### src/wb_pkg.sv
package wb_pkg;

	// machine width and register file geometry
	localparam int xlen      = 64;
	localparam int gpr_count = 32;

	typedef logic [$clog2(gpr_count)-1:0] reg_addr_t;

	// register indices with a fixed role in the calling convention
	localparam reg_addr_t reg_zero = 5'd0;
	localparam reg_addr_t reg_ra   = 5'd1;

	// major opcodes the retire decoder cares about
	localparam logic [6:0] op_load  = 7'b0000011;
	localparam logic [6:0] op_store = 7'b0100011;
	localparam logic [6:0] op_jal   = 7'b1101111;
	localparam logic [6:0] op_jalr  = 7'b1100111;

	// I-type layout, also used to rebuild the J immediate
	typedef struct packed {
		logic [11:0] imm12;
		logic [4:0]  rs1;
		logic [2:0]  funct3;
		logic [4:0]  rd;
		logic [6:0]  opcode;
	} i_fmt_t;

	// S-type layout for stores
	typedef struct packed {
		logic [6:0] imm_hi;
		logic [4:0] rs2;
		logic [4:0] rs1;
		logic [2:0] funct3;
		logic [4:0] imm_lo;
		logic [6:0] opcode;
	} s_fmt_t;

	typedef union packed {
		i_fmt_t i_fmt;
		s_fmt_t s_fmt;
	} rv_inst_t;

	typedef enum logic [2:0] {
		cls_plain,
		cls_load,
		cls_store,
		cls_call,
		cls_ret,
		cls_jump
	} retire_class_t;

	// what the memory stage hands over
	typedef struct packed {
		logic [xlen-1:0] pc;
		rv_inst_t        inst;
		logic            wen;
		reg_addr_t       rd;
		logic [xlen-1:0] wdata;
		logic [xlen-1:0] mem_addr;
	} mem_in_t;

	// writeback pipeline register contents
	typedef struct packed {
		logic            valid;
		logic [xlen-1:0] pc;
		rv_inst_t        inst;
		logic            wen;
		reg_addr_t       rd;
		logic [xlen-1:0] wdata;
		logic [xlen-1:0] mem_addr;
	} wb_entry_t;

	typedef struct packed {
		logic [xlen-1:0] pc;
		rv_inst_t        inst;
		retire_class_t   cls;
		logic [xlen-1:0] target;
		logic [xlen-1:0] mem_addr;
		logic [1:0]      mem_size;
	} retire_rec_t;

	typedef struct packed {
		logic [31:0] retired;
		logic [31:0] loads;
		logic [31:0] stores;
		logic [31:0] calls;
		logic [31:0] returns;
	} retire_stats_t;

endpackage
### src/wb_top.sv
module wb_top import wb_pkg::*; (
	input  logic            clk,
	input  logic            rst,
	input  logic            mem_in_valid,
	input  mem_in_t         mem_in,
	input  logic            stall,
	input  reg_addr_t       dbg_addr,
	output logic            mem_in_ready,
	output logic            retire_valid,
	output retire_rec_t     retire_rec,
	output retire_stats_t   stats,
	output logic [xlen-1:0] dbg_data
);

	wb_entry_t       entry;
	logic            retire;
	logic            gpr_we;
	reg_addr_t       gpr_waddr;
	logic [xlen-1:0] gpr_wdata;
	reg_addr_t       gpr_raddr;
	logic [xlen-1:0] gpr_rdata;
	retire_class_t   cls;

	wb_stage u_wb_stage (
		.clk          (clk),
		.rst          (rst),
		.mem_in_valid (mem_in_valid),
		.mem_in       (mem_in),
		.stall        (stall),
		.mem_in_ready (mem_in_ready),
		.entry        (entry),
		.retire       (retire),
		.gpr_we       (gpr_we),
		.gpr_waddr    (gpr_waddr),
		.gpr_wdata    (gpr_wdata)
	);

	// port a feeds jalr, port b is the debug read
	gpr_file u_gpr_file (
		.clk     (clk),
		.rst     (rst),
		.we      (gpr_we),
		.waddr   (gpr_waddr),
		.wdata   (gpr_wdata),
		.raddr_a (gpr_raddr),
		.raddr_b (dbg_addr),
		.rdata_a (gpr_rdata),
		.rdata_b (dbg_data)
	);

	retire_decode u_retire_decode (
		.clk          (clk),
		.rst          (rst),
		.retire       (retire),
		.entry        (entry),
		.gpr_rdata    (gpr_rdata),
		.gpr_raddr    (gpr_raddr),
		.cls          (cls),
		.retire_valid (retire_valid),
		.retire_rec   (retire_rec)
	);

	retire_stats u_retire_stats (
		.clk    (clk),
		.rst    (rst),
		.retire (retire),
		.cls    (cls),
		.stats  (stats)
	);

endmodule

### src/retire_stats.sv
module retire_stats import wb_pkg::*; (
	input  logic          clk,
	input  logic          rst,
	input  logic          retire,
	input  retire_class_t cls,
	output retire_stats_t stats
);

	retire_stats_t cnt_q;

	// all counters wrap naturally at 32 bits
	always_ff @(posedge clk) begin
		if (rst) begin
			cnt_q <= '0;
		end else if (retire) begin
			cnt_q.retired <= cnt_q.retired + 32'd1;
			case (cls)
				cls_load: begin
					cnt_q.loads <= cnt_q.loads + 32'd1;
				end
				cls_store: begin
					cnt_q.stores <= cnt_q.stores + 32'd1;
				end
				cls_call: begin
					cnt_q.calls <= cnt_q.calls + 32'd1;
				end
				cls_ret: begin
					cnt_q.returns <= cnt_q.returns + 32'd1;
				end
				default: begin
					// plain and other jumps only bump the total
				end
			endcase
		end
	end

	assign stats = cnt_q;

endmodule

### src/retire_decode.sv
module retire_decode import wb_pkg::*; (
	input  logic            clk,
	input  logic            rst,
	input  logic            retire,
	input  wb_entry_t       entry,
	input  logic [xlen-1:0] gpr_rdata,
	output reg_addr_t       gpr_raddr,
	output retire_class_t   cls,
	output logic            retire_valid,
	output retire_rec_t     retire_rec
);

	rv_inst_t        inst;
	logic [xlen-1:0] imm_i;
	logic [xlen-1:0] imm_j;
	logic [xlen-1:0] jalr_sum;
	logic [xlen-1:0] target;
	logic [1:0]      mem_size;
	logic            is_mem;

	assign inst = entry.inst;

	// jalr base register comes straight from the file
	assign gpr_raddr = inst.i_fmt.rs1;

	assign imm_i = {{(xlen-12){inst.i_fmt.imm12[11]}}, inst.i_fmt.imm12};

	// J immediate scattered over the I-type fields
	assign imm_j = {{(xlen-21){inst.i_fmt.imm12[11]}},
		inst.i_fmt.imm12[11],
		inst.i_fmt.rs1,
		inst.i_fmt.funct3,
		inst.i_fmt.imm12[0],
		inst.i_fmt.imm12[10:1],
		1'b0};

	assign jalr_sum = gpr_rdata + imm_i;

	always_comb begin
		cls      = cls_plain;
		target   = '0;
		mem_size = 2'd0;
		is_mem   = 1'b0;
		case (inst.i_fmt.opcode)
			op_load: begin
				// funct3 7 is not a defined load
				if (inst.i_fmt.funct3 != 3'd7) begin
					cls      = cls_load;
					mem_size = inst.i_fmt.funct3[1:0];
					is_mem   = 1'b1;
				end
			end
			op_store: begin
				if (!inst.s_fmt.funct3[2]) begin
					cls      = cls_store;
					mem_size = inst.s_fmt.funct3[1:0];
					is_mem   = 1'b1;
				end
			end
			op_jal: begin
				target = entry.pc + imm_j;
				cls    = (inst.i_fmt.rd == reg_ra) ? cls_call : cls_jump;
			end
			op_jalr: begin
				target = {jalr_sum[xlen-1:1], 1'b0};
				// canonical return is jalr x0, 0(ra)
				if (inst.i_fmt.rd == reg_zero && inst.i_fmt.rs1 == reg_ra &&
						inst.i_fmt.imm12 == 12'd0) begin
					cls = cls_ret;
				end else if (inst.i_fmt.rd == reg_ra) begin
					cls = cls_call;
				end else begin
					cls = cls_jump;
				end
			end
			default: begin
				cls = cls_plain;
			end
		endcase
	end

	always_ff @(posedge clk) begin
		if (rst) begin
			retire_valid <= 1'b0;
		end else begin
			retire_valid <= retire;
		end
	end

	// record only updates on a retirement, stays put otherwise
	always_ff @(posedge clk) begin
		if (retire) begin
			retire_rec.pc       <= entry.pc;
			retire_rec.inst     <= inst;
			retire_rec.cls      <= cls;
			retire_rec.target   <= target;
			retire_rec.mem_addr <= is_mem ? entry.mem_addr : '0;
			retire_rec.mem_size <= mem_size;
		end
	end

endmodule

### src/wb_stage.sv
module wb_stage import wb_pkg::*; (
	input  logic            clk,
	input  logic            rst,
	input  logic            mem_in_valid,
	input  mem_in_t         mem_in,
	input  logic            stall,
	output logic            mem_in_ready,
	output wb_entry_t       entry,
	output logic            retire,
	output logic            gpr_we,
	output reg_addr_t       gpr_waddr,
	output logic [xlen-1:0] gpr_wdata
);

	logic    valid_q;
	mem_in_t payload_q;

	// the stage accepts whenever downstream is not stalled
	assign mem_in_ready = !stall;

	// valid bit: takes the offer on every free cycle, held under stall
	always_ff @(posedge clk) begin
		if (rst) begin
			valid_q <= 1'b0;
		end else if (!stall) begin
			valid_q <= mem_in_valid;
		end
	end

	// payload only moves on a real transfer
	always_ff @(posedge clk) begin
		if (!stall && mem_in_valid) begin
			payload_q <= mem_in;
		end
	end

	assign entry = '{
		valid:    valid_q,
		pc:       payload_q.pc,
		inst:     payload_q.inst,
		wen:      payload_q.wen,
		rd:       payload_q.rd,
		wdata:    payload_q.wdata,
		mem_addr: payload_q.mem_addr
	};

	// an instruction leaves the stage on the first unstalled cycle
	assign retire = valid_q && !stall;

	// register write goes out together with the retirement
	assign gpr_we    = retire && payload_q.wen;
	assign gpr_waddr = payload_q.rd;
	assign gpr_wdata = payload_q.wdata;

endmodule

### src/gpr_file.sv
module gpr_file import wb_pkg::*; (
	input  logic            clk,
	input  logic            rst,
	input  logic            we,
	input  reg_addr_t       waddr,
	input  logic [xlen-1:0] wdata,
	input  reg_addr_t       raddr_a,
	input  reg_addr_t       raddr_b,
	output logic [xlen-1:0] rdata_a,
	output logic [xlen-1:0] rdata_b
);

	// x0 has no storage, entries 1..31 only
	logic [xlen-1:0] regs [1:gpr_count-1];

	always_ff @(posedge clk) begin
		if (rst) begin
			for (int i = 1; i < gpr_count; i++) begin
				regs[i] <= '0;
			end
		end else if (we && waddr != reg_zero) begin
			regs[waddr] <= wdata;
		end
	end

	// reads see the contents before this edge's write
	always_comb begin
		if (raddr_a == reg_zero) begin
			rdata_a = '0;
		end else begin
			rdata_a = regs[raddr_a];
		end
	end

	// debug port
	always_comb begin
		if (raddr_b == reg_zero) begin
			rdata_b = '0;
		end else begin
			rdata_b = regs[raddr_b];
		end
	end

endmodule

### config.mk
export PLATFORM = sky130hd
export DESIGN_NAME = wb_top
export DESIGN_NICKNAME = d
export VERILOG_FILES = /design/src/wb_pkg.sv /design/src/wb_top.sv /design/src/retire_stats.sv /design/src/retire_decode.sv /design/src/wb_stage.sv /design/src/gpr_file.sv
export SDC_FILE = /design/constraint.sdc
export NUM_CORES = 2
export LEC_CHECK = 0
export BUFFER_PORTS_ARGS = -buffer_cell sky130_fd_sc_hd__buf_2
export CELL_PAD_IN_SITES_DETAIL_PLACEMENT = 1
export CELL_PAD_IN_SITES_GLOBAL_PLACEMENT = 1
export CORE_ASPECT_RATIO = 0.5
export CORE_MARGIN = 3
export CORE_UTILIZATION = 56
export CTS_CLUSTER_DIAMETER = 50
export DETAILED_ROUTE_END_ITERATION = 12
export PLACE_DENSITY = 0.95
export SKIP_CTS_REPAIR_TIMING = 1
export SLEW_MARGIN = 10
export SYNTH_ARGS = -nofsm -noshare
export SYNTH_HDL_FRONTEND = slang
export SYNTH_HIERARCHICAL = 1
export SYNTH_SLANG_ARGS = --single-unit
### constraint.sdc
create_clock -name clk -period 21.5 [get_ports clk]
set_clock_uncertainty 0.1 [all_clocks]
set_input_delay 5.375 -clock clk [delete_from_list [all_inputs] [get_ports clk]]
set_output_delay 5.375 -clock clk [all_outputs]
set_load 0.1 [all_outputs]
==> summary.md, run 1 <==
For the routability-driven placement congestion ratio, the log shows 0.934. The tree is rooted in a sky130_fd_sc_hd__clkbuf_16. For this design the top-level I/O count stands at 694.

The tools report the count of synthesis-stage warnings from yosys as 6. The area of placed instances was 144000 µm². The tools report the number of clock buffers inserted by TritonCTS as 243. The mapped netlist covers 139000 µm². The starting utilization of the core area came out at 56.7%. The tool reported: "[ERROR GRT-0232] Routing congestion too high. Check the congestion heatmap in the GUI". Halt point of the flow: global routing.

The HPWL after detailed placement is 366000 µm. Maximum buffer depth of the clock tree: 4. The cell count after synthesis came out at 9793. Summed over all layers, the global routing overflow is 30.

The number of antenna violations at the first check in global routing is 172. Measured along the y axis, the die boundary spans 358 µm. In this run the core area contains 128 standard-cell rows. The chip width was 710 µm. Maximum number of pins on one net before global-route repair: 123. For the post-placement cell count, the log shows 12999.

The maximum level of the CTS H-tree was 4. Across every metal layer, demand over resource in global routing totals 71.3%. The synthesized area divided by synthesized cell count is 14.2 µm², and the worst slack at placement is 6150 ps. The flow did not finish. For the number of clock sinks seen by CTS, the log shows 2669. Number of input and output port buffers inserted: 693.
## per-layer routing
metal  GRT usage [%]  overflow
met3            66.5        15
met1            68.5         0
met4            64.8        11
met2            82.2         3
met5            59.2         1
## stage by stage
step | hold WS (ps) | utilization [%]
after CTS | 367 | 62.0
after detailed placement | 349 | 58.9
after global placement | 332 | 58.8
after floorplan | 318 | -
==> inputs of run 2 (changes only) <==
Settings changed: CELL_PAD_IN_SITES_DETAIL_PLACEMENT 1 to unset, CELL_PAD_IN_SITES_GLOBAL_PLACEMENT 1 to unset, CORE_ASPECT_RATIO 0.5 to unset, CORE_UTILIZATION 56 to 40, CTS_CLUSTER_DIAMETER 50 to unset, PLACE_DENSITY 0.95 to unset, PLACE_DENSITY_LB_ADDON set to 0.15.
==> run 2 against run 1 <==
Synthesized cell count unchanged. The run now ends clean. Synthesized area unchanged.
==> summary.md, run 2 <==
The flow ran to the end, and the final reports show no timing, DRC or antenna violations. The final-layout fill cell count was 30413. The endpoint identified for the worst register-to-register timing path is u_retire_decode/retire_rec[129]$_DFFE_PP_. The worst hold endpoint was u_retire_decode/retire_rec[165]$_DFFE_PP_.

Entering global routing, the biggest net connects 179 pins. The synthesized area divided by synthesized cell count was 14.2 µm² (unchanged); the worst-skew pair later-pin latency was 960 ps. The chip width was 595 µm (was 710 µm). For this run, the post-layout net count is 10483. The number of cells on the worst reg-to-reg path is 18. The register with the most flip-flops in the layout has 2048 of them. The run gives 343 ps as the final hold slack.

The worst hold path begins at u_wb_stage/entry[166]$_DFFE_PP_. The via count normalized by instance count was 6.45; the number of I/O pins was 694 (unchanged). Of the total power, the share spent switching nets is 28.2%. The sequential cells in the finished layout cover a total of 78500 µm². Combinational cells account for 14.1% of the total power. Setup repair after global routing left no endpoint under its margin. After clock tree synthesis, the clock-pin slew on the worst setup and hold paths is 50 ps. The number of input and output port buffers inserted is 693 (unchanged). The tools report the launching point of the worst reg2reg path as u_wb_stage/entry[149]$_DFFE_PP_.

The worst slew slack as a fraction of its limit was 11.4%; the final worst-path cycle share was 72.7%. Together, buffers and inverters on the worst path number 5. The layout cell share with drive strength beyond 1 came out at 24.7%.

The number of placement rows is 215 (was 128). The share of total power dissipated in sequential elements is 46.1%. Register with the most flip-flops: u_gpr_file/regs. The run gives 0 as the count of pins over their slew limit. The tools report the CTS root buffer as sky130_fd_sc_hd__clkbuf_16 (unchanged). The residual DRC count is 0.

TritonCTS built the clock tree. The number of clock buffers inserted by TritonCTS came out at 310 (was 243). The HPWL after detailed placement is 346000 µm (was 366000 µm), and the share of total power in the clock network is 39.9%. The via count of the first global-routing pass was 93045. The cell with the most instances on the worst path was sky130_fd_sc_hd__buf_4. The run gives 14887 as the first-iteration detailed-routing DRC count.

The run gives 139000 µm² (unchanged) as the total standard cell area after synthesis. In this run the remaining antenna-violating nets after routing total 0. Along the worst path, the maximum fanout reaches 94. The largest individual stage delay along the critical path comes from the cell sky130_fd_sc_hd__buf_4.

After routing the design area is 156000 µm². Power spread over the standard cell area amounts to 83.8 nW/µm². The final-report setup violation count came out at 0. The final route contains 96528 vias.

The worst hold path was traced through 0 stages. The total stage count of the critical path was 8; the count of synthesis-stage warnings from yosys was 6 (unchanged). The required time reported for the critical path endpoint is 16020 ps. Class of the most critical setup path: in -> out. The die outline height came out at 595 µm (was 358 µm). The tools report the area of placed instances as 146000 µm² (was 144000 µm²).

The tools report the setup TNS as 0 ps. Subtracting the final worst setup slack from the clock period gives 15630 ps. The tools report the critical path launch point type as a primary input. Dividing the detail-routed wire length by the instance count gives 38.3 µm. For the number of clock sinks seen by CTS, the log shows 2669 (unchanged).

In this design, the largest share of critical-path delay is due to buffers and inverters. Wire length of the first global-routing pass: 777000 µm. Leaving out fill and tap cells, the most frequent cells in the layout are sky130_fd_sc_hd__edfxtp_1, sky130_fd_sc_hd__and2_1, sky130_fd_sc_hd__mux4_2. Max-cap violations in this run came to 0.

For the number of hold violations in the final report, the log shows 0. The path class of the lowest-slack min-delay path was reg -> reg. The logs give 56400 µm² for the combined area of the multi-input logic cells and 344000 µm² for the core box area. The die covers 354000 µm². The total leakage power was 56.6 nW; the first-pass iteration count of the detailed router was 6. The global routing usage summed across all routing layers was 31.4%. Delay contributed by the slowest stage of the critical path: 830 ps. The logs give 63.2 µV for the maximum VDD drop and 5 (was 4) for the maximum level of the CTS H-tree. For the number of antenna violations at the first check in global routing, the log shows 109. For the number of standard cells in the layout, taps in and fillers out, the log shows 14975. Internal power comes to 9.40 mW. The starting utilization of the core area was 40.3% (was 56.7%); the sum of overflow across all layers after global routing was 0.

Compared with the post-synthesis result, the final layout area differs by 12.4%. STA puts the critical path data arrival time at 10160 ps. The signal on the critical path passes through buf_8, buf_4, buf_4, buf_4, mux4_2, mux4_2, a21o_1, buf_2. For the slack of the worst reg-to-reg path, the log shows 11680 ps. Timing would allow up to 0.0640 GHz. The slew of the pin with the lowest slew margin is 1330 ps. The routability-driven placement congestion ratio came out at 0.920 (was 0.934). STA classifies the critical path endpoint as an output pin. Most common cell after layout, fill and taps aside: sky130_fd_sc_hd__edfxtp_1. The run gives 14357 (was 12999) as the post-placement cell count. The logs give 9793 (unchanged) for the synthesized instance count and 4 (unchanged) for the maximum buffer depth of the clock tree. Summed over all layers, the routed wires come to 573000 µm. The analysis attributes to net switching a power of 3.68 mW.
[run 2: area by class of cell]
| type | instances | share of cell area [%] |
|---|---|---|
| tap | 4557 | 3.65 |
| multi-input combinational | 6149 | 36.1 |
| inverter | 46 | 0.111 |
| sequential | 2669 | 50.3 |
| antenna | 55 | 0.0881 |
| clock buffer | 372 | 5.17 |
| clock inverter | 190 | 1.05 |
| timing repair buffer | 937 | 3.51 |
[run 2: worst max path at each step]
stage	startpoint	to	slack, ps
4_1_cts	dbg_addr[3]	dbg_data[1]	5690
2_1_floorplan	dbg_addr[0]	dbg_data[42]	4940
6_report	dbg_addr[1]	dbg_data[45]	5870
5_1_grt	dbg_addr[1]	dbg_data[45]	5810
3_5_place_dp	dbg_addr[3]	dbg_data[1]	5690
3_3_place_gp	dbg_addr[3]	dbg_data[1]	5730
[run 2: per-layer routing]
| metal | global-route usage, % | share of wire (%) | vias up |
|---|---|---|---|
| li1 | - | - | 38266 |
| met1 | 41.0 | 37 | 49999 |
| met2 | 49.7 | 46 | 6926 |
| met3 | 7.73 | 12 | 1307 |
| met4 | 14.0 | 4.9 | 30 |
| met5 | 0 | 0.036 | - |
[run 2: power by group through the flow]
stage / sequential, mW / clock [mW] / combinational [mW]
CTS: 6.03 / 5.28 / 1.81
detailed placement: 6.13 / 0 / 1.81
global placement: 6.12 / 0 / 1.80
global route: 6.05 / 5.49 / 1.90
finish: 6.03 / 5.21 / 1.84
floorplan: 6.12 / 0 / 1.15
[run 2: metrics by stage]
| stage | util, % | setup slack [ps] | power (mW) |
|---|---|---|---|
| after floorplan | - | 4940 | 7.27 |
| after global placement | 42.5 | 5730 | 7.92 |
| after detailed placement | 42.5 | 5690 | 7.94 |
| after CTS | 45.3 | 5690 | 13.1 |
| after global routing | 45.3 | 5810 | 13.4 |
| final | 45.4 | 5870 | 13.1 |
[run 2: worst register-to-register path: stages (launching register included)]
cell and delay (ps):
sky130_fd_sc_hd__edfxtp_1 770, sky130_fd_sc_hd__buf_4 720, sky130_fd_sc_hd__buf_4 910, sky130_fd_sc_hd__buf_12 610, sky130_fd_sc_hd__buf_4 760, sky130_fd_sc_hd__buf_4 930, sky130_fd_sc_hd__mux4_2 660, sky130_fd_sc_hd__a32oi_1 350
sky130_fd_sc_hd__o2111ai_1 670, sky130_fd_sc_hd__ha_1 680, sky130_fd_sc_hd__and3_1 240, sky130_fd_sc_hd__a221o_1 320, sky130_fd_sc_hd__a21oi_1 340, sky130_fd_sc_hd__o31a_1 210, sky130_fd_sc_hd__o21ai_2 120, sky130_fd_sc_hd__a31oi_1 350
sky130_fd_sc_hd__a31oi_2 140, sky130_fd_sc_hd__xnor2_1 180, sky130_fd_sc_hd__a2111o_1 450
(Power assumes the default switching activity.)
